[src/include/pid_config.svh]
`ifndef PID_CONFIG_SVH
`define PID_CONFIG_SVH

////////////////////////////////////////////////////////////////////////
// data path widths
////////////////////////////////////////////////////////////////////////

`define PID_W_IN          18   // adc sample width
`define PID_W_OUT         32   // core arithmetic width
`define PID_W_DAC         16   // dac word width

////////////////////////////////////////////////////////////////////////
// filter and core timing
////////////////////////////////////////////////////////////////////////

`define PID_OS_LOG2       2    // log2 of samples per block, 4 samples
`define PID_COMP_LATENCY  1    // cycles spent in COMPUTE

`endif

[src/pid_ctrl_pkg.sv]
package pid_ctrl_pkg;

	////////////////////////////////////////////////////////////////////////
	// front panel parameters
	////////////////////////////////////////////////////////////////////////

	typedef logic signed [15:0] coef_t;  // setpoint or gain, signed 16 bit

	typedef struct packed {
		coef_t setpoint;  // lock setpoint
		coef_t p;         // proportional gain
		coef_t i;         // integral gain
		coef_t d;         // derivative gain
	} param_set_t;

	////////////////////////////////////////////////////////////////////////
	// core sequencing and output select
	////////////////////////////////////////////////////////////////////////

	typedef enum logic [2:0] {
		IDLE    = 3'd0,  // wait for a filtered sample
		COMPUTE = 3'd1,  // arithmetic settles
		SEND    = 3'd2,  // result valid downstream
		DONE    = 3'd3   // shift error history
	} pid_state_t;

	typedef enum logic {
		PID     = 1'b0,  // core result to dac
		MONITOR = 1'b1   // filtered input to dac
	} src_sel_t;

endpackage

[src/pid_data_pkg.sv]
`include "pid_config.svh"

package pid_data_pkg;

	////////////////////////////////////////////////////////////////////////
	// data path words
	////////////////////////////////////////////////////////////////////////

	// raw adc sample, two's complement
	typedef logic signed [`PID_W_IN-1:0]  adc_sample_t;

	// filter average and core arithmetic share this width
	typedef logic signed [`PID_W_OUT-1:0] pid_word_t;

	// saturated word for the dac port
	typedef logic signed [`PID_W_DAC-1:0] dac_word_t;

endpackage

[src/oversample_filter.sv]
`timescale 1ns/10ps
`include "pid_config.svh"

module oversample_filter
	import pid_data_pkg::*;
(
	input  logic        clk_in,     // system clock
	input  logic        pid_reset,  // sync reset, active high

	input  adc_sample_t adc_data,   // raw adc sample
	input  logic        adc_valid,  // one sample per high cycle

	output pid_word_t   avg_data,   // block average held until next block
	output logic        avg_valid   // single cycle pulse per block
);

	////////////////////////////////////////////////////////////////////////
	// block accumulator
	////////////////////////////////////////////////////////////////////////

	logic [`PID_OS_LOG2-1:0] smp_cnt;   // samples taken in current block
	pid_word_t               acc;       // running sum of the block
	pid_word_t               smp_ext;   // sample widened to core width
	pid_word_t               blk_sum;   // sum including this sample
	logic                    blk_last;  // this sample closes the block

	assign smp_ext  = pid_word_t'(adc_data);  // sign extend
	assign blk_sum  = acc + smp_ext;
	assign blk_last = adc_valid && (&smp_cnt);  // counter at 2^n - 1

	always_ff @(posedge clk_in) begin
		if (pid_reset) begin
			smp_cnt <= '0;
			acc     <= '0;
		end else if (adc_valid) begin
			smp_cnt <= smp_cnt + 1'b1;  // wraps at block end
			if (blk_last) begin
				acc <= '0;  // fresh block
			end else begin
				acc <= blk_sum;
			end
		end
	end

	////////////////////////////////////////////////////////////////////////
	// average output
	////////////////////////////////////////////////////////////////////////

	always_ff @(posedge clk_in) begin
		if (pid_reset) begin
			avg_valid <= 1'b0;
		end else begin
			avg_valid <= blk_last;  // pulse one cycle after last sample
		end
	end

	// payload loads on the closing sample
	always_ff @(posedge clk_in) begin
		if (blk_last) begin
			avg_data <= blk_sum >>> `PID_OS_LOG2;  // arithmetic shift keeps sign
		end
	end

	////////////////////////////////////////////////////////////////////////
	// checks
	////////////////////////////////////////////////////////////////////////

	// downstream core counts on a one cycle strobe
	assert property (@(posedge clk_in) disable iff (pid_reset)
		avg_valid |=> !avg_valid)
	else $error("avg_valid held high for more than one cycle");

endmodule

[src/param_regs.sv]
`timescale 1ns/10ps

module param_regs
	import pid_ctrl_pkg::*;
(
	input  logic  clk_in,        // system clock
	input  logic  pid_reset,     // sync reset, active high

	input  logic  param_req,     // host request, four phase
	input  coef_t setpoint_in,   // host setpoint
	input  coef_t p_coef_in,     // host proportional gain
	input  coef_t i_coef_in,     // host integral gain
	input  coef_t d_coef_in,     // host derivative gain
	output logic  param_ack,     // acknowledge to host

	output coef_t stg_setpoint,  // staged setpoint
	output coef_t stg_p,         // staged proportional gain
	output coef_t stg_i,         // staged integral gain
	output coef_t stg_d          // staged derivative gain
);

	////////////////////////////////////////////////////////////////////////
	// ack machine with param_ack as the state bit
	////////////////////////////////////////////////////////////////////////

	param_set_t stg;      // staged parameter set
	logic       capture;  // new request seen while idle
	logic       release_ack;  // host has dropped req

	assign capture     = param_req && !param_ack;   // phase 1 -> 2
	assign release_ack = !param_req && param_ack;   // phase 3 -> 4

	always_ff @(posedge clk_in) begin
		if (pid_reset) begin
			param_ack <= 1'b0;
		end else if (capture) begin
			param_ack <= 1'b1;
		end else if (release_ack) begin
			param_ack <= 1'b0;
		end
	end

	////////////////////////////////////////////////////////////////////////
	// staging registers
	////////////////////////////////////////////////////////////////////////

	always_ff @(posedge clk_in) begin
		if (pid_reset) begin
			stg <= '0;  // zero gains until host writes
		end else if (capture) begin
			stg.setpoint <= setpoint_in;  // host holds values while req high
			stg.p        <= p_coef_in;
			stg.i        <= i_coef_in;
			stg.d        <= d_coef_in;
		end
	end

	assign stg_setpoint = stg.setpoint;
	assign stg_p        = stg.p;
	assign stg_i        = stg.i;
	assign stg_d        = stg.d;

	////////////////////////////////////////////////////////////////////////
	// checks
	////////////////////////////////////////////////////////////////////////

	// host waits for ack to drop before the next request
	assert property (@(posedge clk_in) disable iff (pid_reset)
		$rose(param_req) |-> !param_ack)
	else $error("param_req rose while param_ack was still high");

endmodule

[src/pid_core.sv]
`timescale 1ns/10ps
`include "pid_config.svh"

module pid_core
	import pid_data_pkg::*;
	import pid_ctrl_pkg::*;
(
	input  logic      clk_in,      // system clock
	input  logic      pid_reset,   // sync reset, active high

	input  pid_word_t data,        // filtered sample
	input  logic      data_valid,  // filtered sample strobe

	input  coef_t     setpoint,    // staged setpoint
	input  coef_t     p_coef,      // staged proportional gain
	input  coef_t     i_coef,      // staged integral gain
	input  coef_t     d_coef,      // staged derivative gain

	input  logic      lock_en,     // low holds core in reset
	input  logic      clear,       // zero error history and last output
	input  logic      update_en,   // arms the update pulse
	input  logic      update,      // load staged params into active set

	output pid_word_t pid_data,    // controller output
	output logic      pid_valid    // high in SEND only
);

	////////////////////////////////////////////////////////////////////////
	// internal state
	////////////////////////////////////////////////////////////////////////

	localparam logic [7:0] COMP_LAST = 8'(`PID_COMP_LATENCY - 1);  // last COMPUTE cycle

	logic       core_rst;     // local reset, also while unlocked
	pid_word_t  data_q;       // latched input sample
	param_set_t act;          // active parameter set

	pid_word_t  sp_ext;       // widened setpoint
	pid_word_t  p_ext;        // widened gains
	pid_word_t  i_ext;
	pid_word_t  d_ext;

	pid_word_t  e_cur;        // e[n]
	pid_word_t  e_prev1;      // e[n-1]
	pid_word_t  e_prev2;      // e[n-2]
	pid_word_t  k1;           // p + i + d
	pid_word_t  k2;           // -p - 2d
	pid_word_t  k3;           // d
	pid_word_t  delta_u;      // output increment
	pid_word_t  u_prev;       // last output
	pid_word_t  u_cur;        // this output

	pid_state_t state;        // current state
	pid_state_t next_state;   // next state
	logic [7:0] cnt;          // cycles spent in current state

	assign core_rst = pid_reset || !lock_en;

	////////////////////////////////////////////////////////////////////////
	// incremental pid law, wraps at core width
	////////////////////////////////////////////////////////////////////////

	assign sp_ext  = pid_word_t'(act.setpoint);  // sign extend
	assign p_ext   = pid_word_t'(act.p);
	assign i_ext   = pid_word_t'(act.i);
	assign d_ext   = pid_word_t'(act.d);

	assign e_cur   = sp_ext - data_q;
	assign k1      = p_ext + i_ext + d_ext;
	assign k2      = -p_ext - (d_ext <<< 1);
	assign k3      = d_ext;
	assign delta_u = k1 * e_cur + k2 * e_prev1 + k3 * e_prev2;
	assign u_cur   = delta_u + u_prev;

	assign pid_data  = u_cur;
	assign pid_valid = (state == SEND);

	////////////////////////////////////////////////////////////////////////
	// registers
	////////////////////////////////////////////////////////////////////////

	// sample only taken while idle, later ones are dropped
	always_ff @(posedge clk_in) begin
		if (data_valid && state == IDLE) begin
			data_q <= data;
		end
	end

	always_ff @(posedge clk_in) begin
		if (core_rst || clear) begin
			u_prev  <= '0;
			e_prev1 <= '0;
			e_prev2 <= '0;
		end else if (state == DONE) begin
			u_prev  <= u_cur;    // accumulate output
			e_prev1 <= e_cur;    // shift error history
			e_prev2 <= e_prev1;
		end
	end

	always_ff @(posedge clk_in) begin
		if (core_rst) begin
			act <= '0;  // relock starts from zero gains
		end else if (update && update_en) begin
			act.setpoint <= setpoint;
			act.p        <= p_coef;
			act.i        <= i_coef;
			act.d        <= d_coef;
		end
	end

	////////////////////////////////////////////////////////////////////////
	// FSM
	////////////////////////////////////////////////////////////////////////

	always_ff @(posedge clk_in) begin
		if (core_rst) begin
			state <= IDLE;
			cnt   <= '0;
		end else begin
			state <= next_state;
			if (state != next_state) begin
				cnt <= '0;  // restart on entry
			end else begin
				cnt <= cnt + 1'b1;
			end
		end
	end

	always_comb begin
		next_state = state;
		case (state)
			IDLE:    if (data_valid) next_state = COMPUTE;
			COMPUTE: if (cnt == COMP_LAST) next_state = SEND;
			SEND:    next_state = DONE;
			DONE:    next_state = IDLE;
			default: next_state = IDLE;  // unused codes recover
		endcase
	end

	////////////////////////////////////////////////////////////////////////
	// checks
	////////////////////////////////////////////////////////////////////////

	// filter block rate must leave the core time to finish
	assert property (@(posedge clk_in) disable iff (core_rst)
		data_valid |-> state == IDLE)
	else $error("filtered sample dropped, pid core busy");

endmodule

[src/pid_lock_top.sv]
`timescale 1ns/10ps

module pid_lock_top
	import pid_data_pkg::*;
	import pid_ctrl_pkg::*;
(
	input  logic        clk_in,       // system clock
	input  logic        pid_reset,    // sync reset, active high

	input  adc_sample_t adc_data,     // adc sample
	input  logic        adc_valid,    // adc strobe

	input  logic        param_req,    // host handshake
	input  coef_t       setpoint_in,
	input  coef_t       p_coef_in,
	input  coef_t       i_coef_in,
	input  coef_t       d_coef_in,
	output logic        param_ack,

	input  logic        lock_en,      // core enable
	input  logic        clear,        // core history clear
	input  logic        update_en,    // arms update
	input  logic        update,       // param load pulse
	input  src_sel_t    src_sel,      // dac source

	output dac_word_t   dac_data,     // dac word
	output logic        dac_valid     // dac strobe
);

	////////////////////////////////////////////////////////////////////////
	// interconnect
	////////////////////////////////////////////////////////////////////////

	pid_word_t avg_data;      // filter -> core, mux
	logic      avg_valid;
	pid_word_t pid_data;      // core -> mux
	logic      pid_valid;
	coef_t     stg_setpoint;  // param block -> core
	coef_t     stg_p;
	coef_t     stg_i;
	coef_t     stg_d;

	oversample_filter i_filter (
		.clk_in    (clk_in),
		.pid_reset (pid_reset),
		.adc_data  (adc_data),
		.adc_valid (adc_valid),
		.avg_data  (avg_data),
		.avg_valid (avg_valid)
	);

	param_regs i_params (
		.clk_in       (clk_in),
		.pid_reset    (pid_reset),
		.param_req    (param_req),
		.setpoint_in  (setpoint_in),
		.p_coef_in    (p_coef_in),
		.i_coef_in    (i_coef_in),
		.d_coef_in    (d_coef_in),
		.param_ack    (param_ack),
		.stg_setpoint (stg_setpoint),
		.stg_p        (stg_p),
		.stg_i        (stg_i),
		.stg_d        (stg_d)
	);

	pid_core i_core (
		.clk_in     (clk_in),
		.pid_reset  (pid_reset),
		.data       (avg_data),
		.data_valid (avg_valid),
		.setpoint   (stg_setpoint),
		.p_coef     (stg_p),
		.i_coef     (stg_i),
		.d_coef     (stg_d),
		.lock_en    (lock_en),
		.clear      (clear),
		.update_en  (update_en),
		.update     (update),
		.pid_data   (pid_data),
		.pid_valid  (pid_valid)
	);

	source_mux i_mux (
		.clk_in    (clk_in),
		.pid_reset (pid_reset),
		.src_sel   (src_sel),
		.pid_data  (pid_data),
		.pid_valid (pid_valid),
		.avg_data  (avg_data),
		.avg_valid (avg_valid),
		.dac_data  (dac_data),
		.dac_valid (dac_valid)
	);

endmodule

[src/source_mux.sv]
`timescale 1ns/10ps
`include "pid_config.svh"

module source_mux
	import pid_data_pkg::*;
	import pid_ctrl_pkg::*;
(
	input  logic      clk_in,     // system clock
	input  logic      pid_reset,  // sync reset, active high

	input  src_sel_t  src_sel,    // PID or MONITOR

	input  pid_word_t pid_data,   // core result
	input  logic      pid_valid,  // core strobe
	input  pid_word_t avg_data,   // filtered input
	input  logic      avg_valid,  // filter strobe

	output dac_word_t dac_data,   // saturated dac word
	output logic      dac_valid   // dac strobe
);

	////////////////////////////////////////////////////////////////////////
	// select and clamp
	////////////////////////////////////////////////////////////////////////

	localparam pid_word_t DAC_MAX = (32'sd1 <<< (`PID_W_DAC - 1)) - 32'sd1;  // 16'h7fff
	localparam pid_word_t DAC_MIN = -(32'sd1 <<< (`PID_W_DAC - 1));          // 16'h8000

	pid_word_t sel_data;   // chosen source word
	logic      sel_valid;  // chosen source strobe
	dac_word_t sat_data;   // clamped to dac range

	assign sel_data  = (src_sel == MONITOR) ? avg_data : pid_data;
	assign sel_valid = (src_sel == MONITOR) ? avg_valid : pid_valid;

	always_comb begin
		if (sel_data > DAC_MAX) begin
			sat_data = dac_word_t'(DAC_MAX);  // positive rail
		end else if (sel_data < DAC_MIN) begin
			sat_data = dac_word_t'(DAC_MIN);  // negative rail
		end else begin
			sat_data = dac_word_t'(sel_data);  // in range, drop upper bits
		end
	end

	////////////////////////////////////////////////////////////////////////
	// output register
	////////////////////////////////////////////////////////////////////////

	always_ff @(posedge clk_in) begin
		if (pid_reset) begin
			dac_valid <= 1'b0;
		end else begin
			dac_valid <= sel_valid;
		end
	end

	always_ff @(posedge clk_in) begin
		if (sel_valid) begin
			dac_data <= sat_data;  // held between strobes
		end
	end

endmodule

[config.mk]
export PLATFORM = sky130hd
export DESIGN_NAME = pid_lock_top
export DESIGN_NICKNAME = d
export VERILOG_FILES = /design/src/pid_ctrl_pkg.sv /design/src/pid_data_pkg.sv /design/src/oversample_filter.sv /design/src/param_regs.sv /design/src/pid_core.sv /design/src/pid_lock_top.sv /design/src/source_mux.sv
export VERILOG_INCLUDE_DIRS = /design/src /design/src/include
export SDC_FILE = /design/constraint.sdc
export NUM_CORES = 2
export LEC_CHECK = 0
export ABC_CLOCK_PERIOD_IN_PS = 19300
export BUFFER_PORTS_ARGS = -buffer_cell sky130_fd_sc_hd__buf_2
export CAP_MARGIN = 5
export CORE_MARGIN = 8
export CORE_UTILIZATION = 30
export DETAILED_ROUTE_END_ITERATION = 10
export SLEW_MARGIN = 20
export SYNTH_ARGS = -nofsm -noshare
export SYNTH_HDL_FRONTEND = slang
export SYNTH_SLANG_ARGS = --single-unit
[constraint.sdc]
create_clock -name clk_in -period 19.3 [get_ports clk_in]
set_clock_uncertainty 0.1 [all_clocks]
set_input_delay 3.86 -clock clk_in [delete_from_list [all_inputs] [get_ports clk_in]]
set_output_delay 3.86 -clock clk_in [all_outputs]
set_load 0.02 [all_outputs]
# ---- Yosys cells after proc, flatten, opt, wreduce, memory -nomap -nowiden
# Index checks and enable logic that the tools add are counted.
dict set report totals {
  in_bits 91
  ff_bits 348
}
dict set report op_classes {
  n_addsub 11
  muxes 9
  order_cmp 2
  reduce_logical 15
  eq_ne 4
  multipliers 3
}
# cell n
set op_table {}
lappend op_table {{32-bit adder} 3}
lappend op_table {{32-bit by 32-bit multiplier with 32-bit output} 2}
lappend op_table {{32-bit 2-to-1 mux} 2}
lappend op_table {{32-bit by 18-bit adder with 32-bit output} 1}
lappend op_table {{32-bit by 16-bit greater-than comparator with 1-bit output, second input constant} 1}
lappend op_table {{32-bit by 16-bit < comparator with 1-bit output, second input constant} 1}
lappend op_table {{16-bit by 32-bit multiplier with 32-bit output} 1}
lappend op_table {{16-bit negator with 32-bit output} 1}
lappend op_table {{32-bit by 17-bit subtractor with 32-bit output} 1}
lappend op_table {{16-bit by 30-bit subtractor with 31-bit output} 1}
lappend op_table {{17-bit by 16-bit adder with 18-bit output} 1}
lappend op_table {{16-bit by 16-bit adder with 17-bit output} 1}
lappend op_table {{16-bit 2-to-1 mux} 1}
lappend op_table {{3-bit one-hot mux with 3 select lines} 1}
lappend op_table {{8-bit by 1-bit adder with 8-bit output, second input constant} 1}
lappend op_table {{8-bit zero test} 1}
lappend op_table {{3-bit by 2-bit == test with 1-bit output, second input constant} 2}
lappend op_table {{3-bit 2-to-1 mux} 2}
lappend op_table {{1-bit logical AND} 5}
lappend op_table {{3-bit by 1-bit == test with 1-bit output, second input constant} 1}
lappend op_table {{1-bit zero test} 3}
lappend op_table {{3-bit zero test} 1}
lappend op_table {{1-bit 2-to-1 mux} 3}
lappend op_table {{3-bit != test} 1}
lappend op_table {{5 further kinds} 6}

# ---- Logic depth before layout (Yosys ltp)
dict set report depth {
  word_depth 9
  mapped_depth 51
  ltp_nobuf 47
}

# ---- Modules after synthesis
# From an unflattened synthesis, not the netlist that was laid out.
dict set report hier_totals {
  hier_cells 6585
  hier_area_um2 58987.8
}
# module cells_per_inst area_each_um2 instances
set modules_own_cells {}
lappend modules_own_cells {pid_core 5907 51814.7 1}
lappend modules_own_cells {oversample_filter 388 3832.4 1}
lappend modules_own_cells {param_regs 211 2334.7 1}
lappend modules_own_cells {source_mux 79 1006.0 1}

# ---- Worst setup path after synthesis
# OpenSTA, ideal clock, no wires.
dict set report synth_path {
  kind {register to register}
  start {reg i_core.act[1] in the netlist's numbering}
  end {reg i_mux.dac_data[10] (data pin)}
  path_stages_with_launch 46
  required_time_ps 18942
  synth_period_minus_slack_ps 12222
  slack_ps 7078
  arrival_time_ps 11865
  n_path_buf 4
  path_cell_list {dfxtp_1 > clkbuf_1 > clkbuf_1 > inv_1 > fa_1 > inv_1 > ha_1 > fa_1 > a21oi_1 > o21ai_1 > o221ai_1 > nor2_1 > o21ai_0 > nand2b_1 > xnor2_1 > clkbuf_1 > nor2_1 > fa_1 > (+10 left out) > inv_1 > fa_1 > inv_1 > ha_1 > nand4_1 > nor2_1 > a211o_1 > a21oi_1 > a21oi_1 > xor2_1 > o41a_1 > or4_1 > or4_1 > nor3_1 > a31oi_1 > a21oi_4 > buf_4 > o21ai_2}
}
dict set report synth_between {
  elab_chain_len 8
  elab_cells_between_ends 12
}
# element line
set synth_rtl {}
lappend synth_rtl {{from (decl)} pid_core.sv:36} ;# param_set_t act;
lappend synth_rtl {{32-bit by 17-bit subtractor with 32-bit output / 17-bit by 16-bit adder with 18-bit output (equally long branches)} {pid_core.sv:70, pid_core.sv:69}}
lappend synth_rtl {{32-bit by 32-bit multiplier with 32-bit output} pid_core.sv:72} ;# assign delta_u = k1 * e_cur + k2 * e_prev1 + k3 * e_prev2;
lappend synth_rtl {{32-bit adder} pid_core.sv:72}
lappend synth_rtl {{32-bit adder (*)} pid_core.sv:72}
lappend synth_rtl {{32-bit adder (*)} pid_core.sv:73} ;# assign u_cur = delta_u + u_prev;
lappend synth_rtl {{32-bit 2-to-1 mux (*)} source_mux.sv:33} ;# assign sel_data = (src_sel == MONITOR) ? avg_data : pid_data;
lappend synth_rtl {{32-bit by 16-bit < comparator with 1-bit output} source_mux.sv:39} ;# end else if (sel_data < DAC_MIN) begin
lappend synth_rtl {{16-bit 2-to-1 mux} source_mux.sv:39}
lappend synth_rtl {{to (signal assigned)} source_mux.sv:60} ;# dac_data <= sat_data;
lappend synth_rtl {{to (decl)} source_mux.sv:18} ;# output dac_word_t dac_data,
# Mark *: on every way between the ends. The rest lies on a longest branch, timed or not.
# A chain may end at the register's enable or synchronous reset.

# ---- Worst setup path in the final report
dict set report layout_path {
  start {reg i_core.act[32] in the netlist's numbering}
  end {reg i_mux.dac_data[3] (data pin)}
}
dict set report layout_between {
  elab_chain_len 9
  elab_cells_between_ends 13
}
# element line
set layout_rtl {}
lappend layout_rtl {{16-bit negator with 32-bit output / 16-bit by 16-bit adder with 17-bit output (equally long branches)} {pid_core.sv:70, pid_core.sv:69}}
lappend layout_rtl {{32-bit by 17-bit subtractor with 32-bit output / 17-bit by 16-bit adder with 18-bit output (equally long branches)} {pid_core.sv:70, pid_core.sv:69}}
lappend layout_rtl {{32-bit by 32-bit multiplier with 32-bit output} pid_core.sv:72}
lappend layout_rtl {{32-bit adder (*) (2 in a row)} pid_core.sv:72}
lappend layout_rtl {{32-bit adder (*)} pid_core.sv:73}
lappend layout_rtl {{32-bit 2-to-1 mux (*)} source_mux.sv:33}
lappend layout_rtl {{32-bit by 16-bit < comparator with 1-bit output} source_mux.sv:39}
lappend layout_rtl {{16-bit 2-to-1 mux} source_mux.sv:39}
# Marked as above.

==> impl_metrics.ini <==
[route]
via_count = 43500
drtIter0Drc = 2859
post-route-drc-count = 0
wirelength_mm = 179
routedWlPerCell_um = 19.7
first_pass_iters = 6
ant_nets = 0
met1Wirelength_mm = 73.2
routed-wl-met2_mm = 87.1
met3_length_mm = 10.3
via_per_inst = 4.77
highest_layer = met5

[worst_setup_path]
critPathRequiredTime_ps = 19470
slowest_stage = a2111oi_0
reg2reg_from = i_core.act[32]
rrSetupSlack_ps = 5480
endpoint_kind = register
r2r_cells = 41
worstPathMaxFanout = 34
path_class = register to register
crit_path_frequent_cell = fa_1
worstSetupStartpoint = i_core.act[32]
critPathArrivalTime_ps = 14000
max_stage_delay_ps = 620
crit_path_start_kind = register

[logic_synthesis]
synth-seq-area-share = 0.131
synth_flop_cell = dfxtp_1
ys_top_cells_by_count = 1,453 x inv_1, 1,205 x fa_1, 1,061 x nand2_1
ys_ff_latch = 346
synth_cell_types = 86
synth_edf_count = 76
yosys.area.top_type = fa_1
synthArstFlopShare = 0
synthCells = 6573
synth_nets = 8239
synthTopCellsByArea = fa_1 41%, inv_1 9.3%, dfxtp_1 9.2%, ha_1 7.9%, nand2_1 6.8%
yosysTopAreaCellShare = 0.412
syn_area_um2 = 58600
postSynthAreaPerCell_um2 = 8.92
yosysMostFrequentCell = inv_1
yosys_warnings = 0

[hold_path]
hold_path_depth = 2
hp-class = register to register
hp-start = i_params.stg_setpoint[8]

[layout]
final_net_count = 8209
register_area_um2 = 7690
fill_cells = 20300
multi_input_area_um2 = 44600
final_area_um2 = 63800
syn2layout_area_growth_pct = 8.92
layout-drive-gt1-share = 0.0575
stdcell_count = 9119
utilization = 0.328

[clock_network]
cts_max_level = 2
cts_made_buffers = 42
cts_hold_buf = 0
postCtsSetupRepairBufs = 0
clock_latency_ps = 630
cts_root_buf = clkbuf_16
clock_sinks = 346
cts-resized-gates = 0
path_clk_slew_ps = 70
cts_tree = done
clockBufferDepth = 3

[placed_design]
dpl.hpwl_mm = 148
portBuffers = 108
place_ws_ps = 5670
placed_cell_area_um2 = 62300
dpl.cell_count = 9041
globalplace.congestion = 0.931

[floorplan]
boundaryPins = 109
dieArea_um2 = 210000
rows = 162
dieHeight_um = 458
coreArea_um2 = 195000
chipWidth_um = 458
start_util = 0.301

[sta]
fmax_ghz = 0.0723
rsz0062_at_grt = no
period_needed_ps = 13820
finalHoldViolCount = 0
fin_ws_ps = 5480
slew_violations = 0
post-route-period-util = 0.716
slew_headroom = 0.221
worstMarginPinSlew_ps = 1160
setup_viol = 0
finalSetupTns_ps = 0

[grt]
grt_pass1_wl_mm = 281
grt_pass1_vias = 47100
antenna_found_initial = 7
grt_overflow = 0
grt_max_degree = 100
grt.total_usage = 0.171

[flow_run]
drv_cap = 0

[power]
ir_worst_vdd_mv = 0.120
leakage_nw = 30.1
p_per_area_nw_per_um2 = 37.8

[outcome]
outcome = completed
## through the flow
| stage | total power, W | hold slack (ps) |
|---|---|---|
| 2_1_floorplan | 0.00128 | 327 |
| 3_3_place_gp | 0.00154 | 338 |
| 3_5_place_dp | 0.00156 | 340 |
| 4_1_cts | 0.00244 | 351 |
| 5_1_grt | 0.00253 | 361 |
| 6_report | 0.00241 | 353 |
## worst max-delay path, delay by kind of cell (launching register included)
kind,cells,cell delay [ps]
flops,1,340
buf+inv,9,1350
simple gates,6,1570
compound gates,11,3810
xor+xnor,2,510
fa+ha+maj,13,5760
## sequential cells by signal (all words and copies together) (netlist names)
signal,flops
i_core.act,64
i_core.u_prev,32
i_filter.acc,32
i_core.e_prev1,31
i_core.e_prev2,31
i_core.data_q,30
i_filter.avg_data,30
i_mux.dac_data,16
i_params.stg_d,16
i_params.stg_i,16
i_params.stg_p,16
i_params.stg_setpoint,16
i_core.cnt,8
i_core.state,3
i_filter.smp_cnt,2
i_filter.avg_valid,1
i_mux.dac_valid,1
i_params.param_ack,1
## power by group
group          internal, W  total [W]  switching (W)
combinational     0.000254   0.000762       0.000508
sequential        0.000770   0.000784      0.0000144
clock             0.000510   0.000865       0.000355
## final cells by class
class	count	area share
Clock buffer	54	0.0182
Timing Repair Buffer	231	0.0230
Antenna cell	4	0.000157
Inverter	1454	0.0855
Tap cell	2542	0.0498
Sequential cell	346	0.121
Multi-Input combinational cell	4468	0.698
Clock inverter	20	0.00472
## worst paths after layout
path	end
worst min-delay path	i_core.act[56]
worst min register to register	i_core.act[56]
worst max-delay path	i_mux.dac_data[3]
worst max register to register	i_mux.dac_data[3]
## cells by family (layout without fill, tap and decap cells)
group	count (synthesis)	count (layout)	synth area share
AOI/OAI and AO/OA	520	520	0.0551
adders and majority gates	1575	1575	0.491
and+or+nand+nor	2042	2042	0.156
muxes	71	71	0.0121
buffers and inverters	1759	1759	0.113
xor gates and xnor gates	259	259	0.0420
DFF	346	346	0.131
other	1	5	0.0000640
## cells in the final DEF, fill, tap and decap left out, types with 9 or more instances in the layout
cell	instances
xnor2_1	152
nand4_1	12
xor2_2	14
mux2i_1	70
fa_1	1205
o21bai_1	22
a21oi_1	266
a21o_1	44
o21a_1	22
and2_1	331
nor2b_1	62
o21ai_2	11
buf_2	107
nand3_1	23
xor2_1	68
nand2_1	1059
ha_1	369
inv_1	1453
o211ai_1	12
nor2_1	395
dfxtp_1	266
o21ai_0	44
a211oi_1	15
and3_1	15
nand2b_1	63
xnor3_1	10
nor3_1	30
or3_1	9
xnor2_2	11
edfxtp_1	76
clkbuf_16	44
buf_4	123
## metal layers
layer  vias to the layer above  track usage
met5                         -            0
met4                         2       0.0709
met3                       380       0.0207
met2                      1468        0.295
met1                     22300        0.216
li1                      19400            -
Note: power is estimated with default switching activity, not from simulation.
